### src/ifetch_pkg.sv
`default_nettype none

// Shared definitions for the instruction fetch front end
package ifetch_pkg;

  //////////////////////////////////////////////////
  // Types
  //////////////////////////////////////////////////

  // Byte address on the instruction bus; fetches only ever use word-aligned values
  typedef logic [31:0] addr_t;

  // One 32-bit instruction word as returned on the R channel
  typedef logic [31:0] word_t;

  // Adapter FSM states
  // TRANSPARENT passes transaction requests straight to the A channel
  // REGISTERED replays a captured address until the bus grants it
  typedef enum logic
  {
    TRANSPARENT = 1'b0,
    REGISTERED  = 1'b1
  } obi_state_e;

  //////////////////////////////////////////////////
  // Constants
  //////////////////////////////////////////////////

  // First fetch address after reset
  localparam addr_t BOOT_ADDR = 32'h0000_0080;

  // Number of fetch buffer slots
  // This also bounds the OBI transactions that can be in flight
  localparam int BUF_DEPTH = 4;

  // Slot pointer width, enough to index BUF_DEPTH slots
  localparam int BUF_PTR_W = 2;

endpackage

`default_nettype wire

### src/obi_instr_if.sv
`timescale 1ns/1ps
`default_nettype none

// Read-only OBI bus between the fetch adapter and instruction memory
interface obi_instr_if;
  import ifetch_pkg::*;

  // A channel
  logic  req;
  logic  gnt;
  addr_t addr;

  // R channel, one rvalid cycle per granted request, never back-pressured
  logic  rvalid;
  word_t rdata;
  logic  err;

  // Bus master side, held by the fetch adapter
  modport master
  (
    output req,
    output addr,
    input  gnt,
    input  rvalid,
    input  rdata,
    input  err
  );

  // Memory side of the bus
  modport slave
  (
    input  req,
    input  addr,
    output gnt,
    output rvalid,
    output rdata,
    output err
  );

endinterface

`default_nettype wire

### src/fetch_alloc_if.sv
`timescale 1ns/1ps
`default_nettype none

// Slot allocation and flush path from the address generator to the fetch buffer
interface fetch_alloc_if;
  import ifetch_pkg::*;

  // A slot is taken on a cycle with alloc_valid and alloc_ready both high
  logic  alloc_valid;
  logic  alloc_ready;
  addr_t alloc_addr;

  // One-cycle pulse that retires the whole old fetch path
  logic  flush;

  // Address generator side
  modport gen
  (
    output alloc_valid,
    output alloc_addr,
    output flush,
    input  alloc_ready
  );

  // Fetch buffer side
  modport buffer
  (
    input  alloc_valid,
    input  alloc_addr,
    input  flush,
    output alloc_ready
  );

endinterface

`default_nettype wire

### src/instr_obi_adapter.sv
`timescale 1ns/1ps
`default_nettype none

// Turns trans_* requests into OBI A-channel transfers that stay stable until granted
// R-channel responses are forwarded unchanged on resp_*
module instr_obi_adapter
(
  input  logic               clk,
  input  logic               rst_n,

  // Transaction request side
  input  logic               trans_valid_i,
  output logic               trans_ready_o,
  input  ifetch_pkg::addr_t  trans_addr_i,

  // Transaction response side, the consumer is always receptive
  output logic               resp_valid_o,
  output ifetch_pkg::word_t  resp_rdata_o,
  output logic               resp_err_o,

  // Instruction bus
  obi_instr_if.master        obi
);
  import ifetch_pkg::*;

  obi_state_e state_q;
  obi_state_e next_state;

  // Address replayed on the bus while a request waits for its grant
  addr_t      obi_addr_q;

  //////////////////////////////////////////////////
  // R channel
  //////////////////////////////////////////////////

  // Responses pass straight through
  assign resp_valid_o = obi.rvalid;
  assign resp_rdata_o = obi.rdata;
  assign resp_err_o   = obi.err;

  //////////////////////////////////////////////////
  // A channel FSM
  //////////////////////////////////////////////////

  always_comb
  begin
    next_state = state_q;
    case (state_q)
      // Requests go to the bus as they come; a missing grant means we must start holding
      TRANSPARENT:
      begin
        if (obi.req && !obi.gnt)
        begin
          next_state = REGISTERED;
        end
      end
      // Bus sees the captured address until the grant arrives
      REGISTERED:
      begin
        if (obi.gnt)
        begin
          next_state = TRANSPARENT;
        end
      end
      default:
      begin
        next_state = TRANSPARENT;
      end
    endcase
  end

  // Request and address muxing onto the bus
  always_comb
  begin
    if (state_q == TRANSPARENT)
    begin
      obi.req  = trans_valid_i;
      obi.addr = trans_addr_i;
    end
    else
    begin
      // A request once raised is never withdrawn
      obi.req  = 1'b1;
      obi.addr = obi_addr_q;
    end
  end

  // New transactions are taken only while nothing is waiting for a grant
  assign trans_ready_o = (state_q == TRANSPARENT);

  //////////////////////////////////////////////////
  // Registers
  //////////////////////////////////////////////////

  always_ff @(posedge clk or negedge rst_n)
  begin
    if (!rst_n)
    begin
      state_q <= TRANSPARENT;
    end
    else
    begin
      state_q <= next_state;
    end
  end

  // Capture the ungranted address on the way into REGISTERED
  always_ff @(posedge clk)
  begin
    if ((state_q == TRANSPARENT) && (next_state == REGISTERED))
    begin
      obi_addr_q <= trans_addr_i;
    end
  end

endmodule

`default_nettype wire

### src/fetch_addr_gen.sv
`timescale 1ns/1ps
`default_nettype none

// Produces the fetch address stream, sequential from BOOT_ADDR and redirected by branches
// A fetch is only offered while the buffer has a free slot for it
module fetch_addr_gen
(
  input  logic               clk,
  input  logic               rst_n,

  // Redirect from the execute side
  input  logic               branch_i,
  input  ifetch_pkg::addr_t  branch_addr_i,

  // Transaction request to the bus adapter
  output logic               trans_valid_o,
  input  logic               trans_ready_i,
  output ifetch_pkg::addr_t  trans_addr_o,

  // Slot allocation and flush towards the fetch buffer
  fetch_alloc_if.gen         alloc
);
  import ifetch_pkg::*;

  // Address of the next word to fetch
  addr_t next_addr_q;

  // Goes high on the first edge after reset is released and keeps requests off before that
  logic  started_q;

  // Transaction accepted by the adapter and slot taken in the buffer, both this cycle
  logic  handover;

  //////////////////////////////////////////////////
  // Request generation
  //////////////////////////////////////////////////

  // Buffer credit is taken from alloc_ready
  // Nothing is offered in a branch cycle so no old-path fetch is allocated after the flush
  assign trans_valid_o = started_q && alloc.alloc_ready && !branch_i;
  assign trans_addr_o  = next_addr_q;

  assign handover = trans_valid_o && trans_ready_i;

  // The slot is allocated on the very cycle the adapter takes the transaction
  assign alloc.alloc_valid = handover;
  assign alloc.alloc_addr  = next_addr_q;

  // Everything already allocated belongs to the old path when a branch comes in
  assign alloc.flush = branch_i;

  //////////////////////////////////////////////////
  // Address register
  //////////////////////////////////////////////////

  always_ff @(posedge clk or negedge rst_n)
  begin
    if (!rst_n)
    begin
      started_q   <= 1'b0;
      next_addr_q <= BOOT_ADDR;
    end
    else
    begin
      started_q <= 1'b1;
      if (branch_i)
      begin
        // Redirect wins over any sequential step
        next_addr_q <= branch_addr_i;
      end
      else if (handover)
      begin
        next_addr_q <= next_addr_q + 32'd4;
      end
    end
  end

endmodule

`default_nettype wire

### src/fetch_buffer.sv
`timescale 1ns/1ps
`default_nettype none

// In-order queue of fetches from allocation until decode consumes them
// Slots are taken at hand-over, filled on rvalid and retired from the head
module fetch_buffer
(
  input  logic               clk,
  input  logic               rst_n,

  // Slot allocation and flush from the address generator
  fetch_alloc_if.buffer      alloc,

  // Responses from the bus adapter
  input  logic               resp_valid_i,
  input  ifetch_pkg::word_t  resp_rdata_i,
  input  logic               resp_err_i,

  // Decode side
  output logic               instr_valid_o,
  input  logic               instr_ready_i,
  output ifetch_pkg::addr_t  instr_addr_o,
  output ifetch_pkg::word_t  instr_rdata_o,
  output logic               instr_err_o
);
  import ifetch_pkg::*;

  // Slot storage
  addr_t addr_q     [BUF_DEPTH];
  word_t rdata_q    [BUF_DEPTH];
  logic  err_q      [BUF_DEPTH];
  logic  killed_q   [BUF_DEPTH];
  logic  returned_q [BUF_DEPTH];

  // Allocate, response and head pointers walk the slots in the same order
  logic [BUF_PTR_W-1:0] alloc_ptr_q;
  logic [BUF_PTR_W-1:0] resp_ptr_q;
  logic [BUF_PTR_W-1:0] head_ptr_q;

  // Slots in use, from 0 up to BUF_DEPTH
  logic [BUF_PTR_W:0]   count_q;

  logic do_alloc;
  logic head_done;
  logic do_pop;

  //////////////////////////////////////////////////
  // Handshakes
  //////////////////////////////////////////////////

  assign alloc.alloc_ready = (count_q < BUF_DEPTH[BUF_PTR_W:0]);
  assign do_alloc          = alloc.alloc_valid && alloc.alloc_ready;

  // Head slot holds a response, live or killed
  assign head_done = (count_q != '0) && returned_q[head_ptr_q];

  // Killed heads drain on their own, live heads wait for decode
  assign do_pop = head_done && (killed_q[head_ptr_q] || instr_ready_i);

  // Output comes straight from registered head state
  assign instr_valid_o = head_done && !killed_q[head_ptr_q];
  assign instr_addr_o  = addr_q[head_ptr_q];
  assign instr_rdata_o = rdata_q[head_ptr_q];
  assign instr_err_o   = err_q[head_ptr_q];

  //////////////////////////////////////////////////
  // Slot payload
  //////////////////////////////////////////////////

  always_ff @(posedge clk)
  begin
    if (do_alloc)
    begin
      addr_q[alloc_ptr_q] <= alloc.alloc_addr;
    end
    if (resp_valid_i)
    begin
      rdata_q[resp_ptr_q] <= resp_rdata_i;
      err_q[resp_ptr_q]   <= resp_err_i;
    end
  end

  //////////////////////////////////////////////////
  // Slot state and pointers
  //////////////////////////////////////////////////

  always_ff @(posedge clk or negedge rst_n)
  begin
    if (!rst_n)
    begin
      alloc_ptr_q <= '0;
      resp_ptr_q  <= '0;
      head_ptr_q  <= '0;
      count_q     <= '0;
      for (int i = 0; i < BUF_DEPTH; i++)
      begin
        killed_q[i]   <= 1'b0;
        returned_q[i] <= 1'b0;
      end
    end
    else
    begin
      // A flush kills every slot; returned ones drain at once and the others on rvalid
      if (alloc.flush)
      begin
        for (int i = 0; i < BUF_DEPTH; i++)
        begin
          killed_q[i] <= 1'b1;
        end
      end
      // A new slot starts live and empty (never in a flush cycle)
      if (do_alloc)
      begin
        killed_q[alloc_ptr_q]   <= 1'b0;
        returned_q[alloc_ptr_q] <= 1'b0;
        alloc_ptr_q             <= alloc_ptr_q + 1'b1;
      end
      // Responses come back in order, so they fill the oldest outstanding slot
      if (resp_valid_i)
      begin
        returned_q[resp_ptr_q] <= 1'b1;
        resp_ptr_q             <= resp_ptr_q + 1'b1;
      end
      if (do_pop)
      begin
        head_ptr_q <= head_ptr_q + 1'b1;
      end
      if (do_alloc && !do_pop)
      begin
        count_q <= count_q + 1'b1;
      end
      else if (!do_alloc && do_pop)
      begin
        count_q <= count_q - 1'b1;
      end
    end
  end

endmodule

`default_nettype wire

### src/ifetch_top.sv
`timescale 1ns/1ps
`default_nettype none

// Instruction fetch front end
// Joins the address generator, the OBI adapter and the fetch buffer
module ifetch_top
(
  input  logic               clk,
  input  logic               rst_n,

  // Branch redirect
  input  logic               branch_i,
  input  ifetch_pkg::addr_t  branch_addr_i,

  // Decode side
  output logic               instr_valid_o,
  input  logic               instr_ready_i,
  output ifetch_pkg::addr_t  instr_addr_o,
  output ifetch_pkg::word_t  instr_rdata_o,
  output logic               instr_err_o,

  // OBI instruction bus
  output logic               obi_req_o,
  input  logic               obi_gnt_i,
  output ifetch_pkg::addr_t  obi_addr_o,
  input  logic               obi_rvalid_i,
  input  ifetch_pkg::word_t  obi_rdata_i,
  input  logic               obi_err_i
);
  import ifetch_pkg::*;

  // Generator to adapter
  logic  trans_valid;
  logic  trans_ready;
  addr_t trans_addr;

  // Adapter to buffer
  logic  resp_valid;
  word_t resp_rdata;
  logic  resp_err;

  obi_instr_if   obi_bus ();
  fetch_alloc_if alloc_bus ();

  //////////////////////////////////////////////////
  // Bus pins
  //////////////////////////////////////////////////

  assign obi_req_o      = obi_bus.req;
  assign obi_addr_o     = obi_bus.addr;
  assign obi_bus.gnt    = obi_gnt_i;
  assign obi_bus.rvalid = obi_rvalid_i;
  assign obi_bus.rdata  = obi_rdata_i;
  assign obi_bus.err    = obi_err_i;

  //////////////////////////////////////////////////
  // Blocks
  //////////////////////////////////////////////////

  fetch_addr_gen addr_gen0
  (
    .clk           (clk),
    .rst_n         (rst_n),
    .branch_i      (branch_i),
    .branch_addr_i (branch_addr_i),
    .trans_valid_o (trans_valid),
    .trans_ready_i (trans_ready),
    .trans_addr_o  (trans_addr),
    .alloc         (alloc_bus.gen)
  );

  instr_obi_adapter adapter0
  (
    .clk           (clk),
    .rst_n         (rst_n),
    .trans_valid_i (trans_valid),
    .trans_ready_o (trans_ready),
    .trans_addr_i  (trans_addr),
    .resp_valid_o  (resp_valid),
    .resp_rdata_o  (resp_rdata),
    .resp_err_o    (resp_err),
    .obi           (obi_bus.master)
  );

  fetch_buffer buffer0
  (
    .clk           (clk),
    .rst_n         (rst_n),
    .alloc         (alloc_bus.buffer),
    .resp_valid_i  (resp_valid),
    .resp_rdata_i  (resp_rdata),
    .resp_err_i    (resp_err),
    .instr_valid_o (instr_valid_o),
    .instr_ready_i (instr_ready_i),
    .instr_addr_o  (instr_addr_o),
    .instr_rdata_o (instr_rdata_o),
    .instr_err_o   (instr_err_o)
  );

endmodule

`default_nettype wire

### config.mk
export PLATFORM = sky130hd
export DESIGN_NAME = ifetch_top
export DESIGN_NICKNAME = d
export VERILOG_FILES = /design/src/ifetch_pkg.sv /design/src/obi_instr_if.sv /design/src/fetch_alloc_if.sv /design/src/instr_obi_adapter.sv /design/src/fetch_addr_gen.sv /design/src/fetch_buffer.sv /design/src/ifetch_top.sv
export SDC_FILE = /design/constraint.sdc
export NUM_CORES = 1
export LEC_CHECK = 0
export BUFFER_PORTS_ARGS = -buffer_cell sky130_fd_sc_hd__buf_2
export CAP_MARGIN = 15
export CORE_UTILIZATION = 45
export DETAILED_ROUTE_END_ITERATION = 8
export PLACE_DENSITY = 0.76
export SLEW_MARGIN = 20
export SYNTH_ARGS = -nofsm -noshare
export SYNTH_HDL_FRONTEND = slang
export SYNTH_SLANG_ARGS = --single-unit
### constraint.sdc
create_clock -name clk -period 7.9 [get_ports clk]
set_clock_uncertainty 0.15 [all_clocks]
set_input_delay 0.79 -clock clk [delete_from_list [all_inputs] [get_ports clk]]
set_output_delay 0.79 -clock clk [all_outputs]
set_load 0.1 [all_outputs]
==> metrics.md <==
| Metric | Value |
|---|---|
| Post-synthesis sequential element count | `343` |
| Largest net degree at the start of global routing | `70` |
| Final Net Count | `961` |
| Critical path type | `reg2out` |
| Placeable Area | `29090 sq um` |
| CTS resizes | `0` |
| Library cells used by synthesis | `49` |
| Area taken by multi-input logic gates | `3237 sq um` |
| EDFF count, synth | `292` |
| Antenna violation net count after detailed routing | `0` |
| Minimum clock period | `4005 ps` |
| Clock Path Buffers | `3` |
| Fin crit share | `50.69%` |
| Fmax | `0.2497 GHz` |
| Die extent in x | `174.9 um` |
| Yosys warning count | `0` |
| Post-Syn Area | `13450 sq um` |
| Fin. Hold Viols | `0` |
| CP arrival | `3060 ps` |
| Slew Viols, Final | `0` |
| Critical-path maximum fanout | `45` |
| IO Port Bufs | `169` |
| Total GRT Usage | `18.78%` |
| Setup TNS | `0 ps` |
| Setup violators final | `0` |
| Hold-fix buffers, CTS | `0` |
| Relative slew slack | `29.42%` |
| FFs w/ async S/R, synth | `14.87%` |
| Final design utilization | `54.56%` |
| Ys flop type | `edfxtp_1` |
| Worst Path Required | `6960 ps` |
| H-tree depth | `2` |
| Vias in the first global route | `7241` |
| RSZ-0062 raised after global routing | `no` |
| Sequential area share after synthesis | `74.67%` |
| Starting Density | `46.25%` |
| DRC errors left | `0` |
| Worst-path cell chain | `buf_4 > mux4_2 > buf_2` |
| Worst-Skew Late Latency | `500 ps` |
| Final wirelength | `28.20 mm` |
| Routed vias | `7052` |
| HPWL Detailed | `17.05 mm` |
| Max cap viols | `0` |
| Crit path launch type | `flip-flop` |
| Number of antenna diodes | `0` |
| Post-route cell area | `15870 sq um` |
| FILL cells | `2293` |
| Post-synthesis instance total | `690` |
| Boundary pin count | `170` |
| Largest stage delay on the critical path | `820 ps` |
| Clock Sinks | `343` |
| Post-CTS Setup Bufs | `0` |
| Die height | `174.9 um` |
| Area growth syn-to-layout | `17.98%` |
| First-pass GRT wire length | `43.27 mm` |
| Worst setup EP type | `primary output` |
| Vias per cell | `5.475` |
| DR WL/cell | `21.89 um` |
| Status | `finished, final reports clean` |
| GPL Wtd Cong | `0.7439` |
| GRT overflow | `0` |
| CTS buffer count | `36` |
| Drt first pass iters | `4` |
| CTS tree | `yes` |
| Syn_nets | `772` |
| Register area | `10050 sq um` |
| Slowest cell on the critical path | `buf_4` |
| First DRT Iteration DRCs | `628` |
| Worst min path class | `in2async` |
| Reg clk slew, reported paths | `60 ps` |
| Placed cell area | `14750 sq um` |
| Row Count | `62` |
| Tightest Pin Transition | `1059 ps` |
| Syn Area/Cell | `19.50 sq um` |
| Initial antenna violation count | `0` |
| Clock root cell | `clkbuf_16` |
| Share of layout cells above drive strength 1 | `38.94%` |
| DIE AREA | `30590 sq um` |
-- state kept, by name, summed over array words and instances, names as in the netlist, 2 cells and up --
| name | cells |
|---|---|
| buffer0.addr_q | 128 |
| buffer0.killed_q | 4 |
| addr_gen0.alloc.alloc_addr | 32 |
| buffer0.returned_q | 4 |
| buffer0.rdata_q | 128 |
| buffer0.count_q | 3 |
| buffer0.resp_ptr_q | 2 |
| buffer0.alloc_ptr_q | 2 |
| adapter0.obi_addr_q | 32 |
| buffer0.err_q | 4 |
| buffer0.head_ptr_q | 2 |
-- area by class of cell --
| type | count | share of cell area, % |
|---|---|---|
| inverter | 15 | 0.3547 |
| clock buffer | 48 | 6.283 |
| multi-input combinational | 304 | 20.39 |
| tap | 384 | 3.027 |
| timing repair buffer | 179 | 5.802 |
| sequential | 343 | 63.34 |
| clock inverter | 15 | 0.7962 |
-- worst paths after layout --
path                                  startpoint                        endpoint  slack [ps]  depth (start not counted)
min in group clk                       obi_gnt_i                adapter0.state_q         320                          2
min reg2reg                buffer0.returned_q[3]           buffer0.returned_q[3]         320                          1
max reg2reg                buffer0.head_ptr_q[1]              buffer0.count_q[2]        4630                          8
max in group asynchronous                  rst_n           buffer0.head_ptr_q[1]        6750                          2
min                                        rst_n  addr_gen0.alloc.alloc_addr[22]         270                          2
max                        buffer0.head_ptr_q[0]               instr_rdata_o[27]        3900                          3
-- synthesized netlist by cell type (3+ instances only) --
cell / instances / area (sq um)
edfxtp_1: 292 / 8768
mux4_2: 67 / 1509
dfrtp_1: 50 / 1251
nand2_1: 43 / 161.4
mux2_2: 37 / 416.7
o21ai_0: 25 / 125.1
nor2_1: 19 / 71.32
clkbuf_1: 17 / 63.81
xor2_1: 17 / 148.9
inv_1: 15 / 56.30
nand3_1: 14 / 70.07
xnor2_1: 13 / 113.9
ha_1: 10 / 125.1
nand4_1: 10 / 62.56
buf_1: 6 / 22.52
and2_1: 5 / 31.28
and3_1: 5 / 31.28
a21o_1: 4 / 30.03
buf_2: 3 / 15.01
nor3b_1: 3 / 22.52
o211ai_1: 3 / 22.52
-- cells in the final DEF, fill, tap and decap left out, types with 13 or more instances in the layout --
| cell | netlist | final |
|---|---|---|
| xor2_1 | 17 | 17 |
| o21ai_0 | 25 | 25 |
| nand2_1 | 43 | 43 |
| mux4_2 | 67 | 67 |
| clkbuf_16 | 0 | 37 |
| dfrtp_1 | 50 | 48 |
| nand3_1 | 14 | 14 |
| inv_1 | 15 | 15 |
| edfxtp_1 | 292 | 292 |
| buf_2 | 3 | 169 |
| xnor2_1 | 13 | 13 |
| mux2_2 | 37 | 37 |
| nor2_1 | 19 | 19 |
-- kinds of logic (layout without fill, tap and decap cells) --
| group | count (synthesis) | in the layout | synth area share, % |
|---|---|---|---|
| flip-flops | 343 | 343 | 74.67 |
| AND/OR/NAND/NOR | 115 | 115 | 4.622 |
| multiplexers | 105 | 105 | 14.39 |
| buffers and inverters | 43 | 257 | 1.339 |
| AO/OA/AOI/OAI | 42 | 42 | 1.916 |
| XOR/XNOR | 30 | 30 | 1.953 |
| adder cells (fa/ha/maj) | 11 | 11 | 1.079 |
| other | 1 | 1 | 0.02788 |
-- per-stage QoR --
step	cells	setup WS, ps	hold slack, ps
after floorplan	690	3918	294.3
after global placement	1225	4315	303.9
after detailed placement	1225	4291	314.4
after CTS	1288	3715	279.3
after global routing	1288	3624	301.8
final	1288	3895	269.3
-- worst max-delay path: cells and delay by family (launching register included) --
family   cells  cell delay, ps
buf+inv      2            1130
flops        1             760
mux          1             620
-- layer usage --
layer	part of all wire (%)	routed length (um)	global-route usage [%]
met5	0	0	0
met4	1.5	416	4.312
met3	8.4	2377	4.003
met2	48	13470	29.96
met1	42	11930	26.62
Power is left out: the tool's default activity adds up to more than one toggle a clock period on the data nets, which glitch-free logic cannot reach.
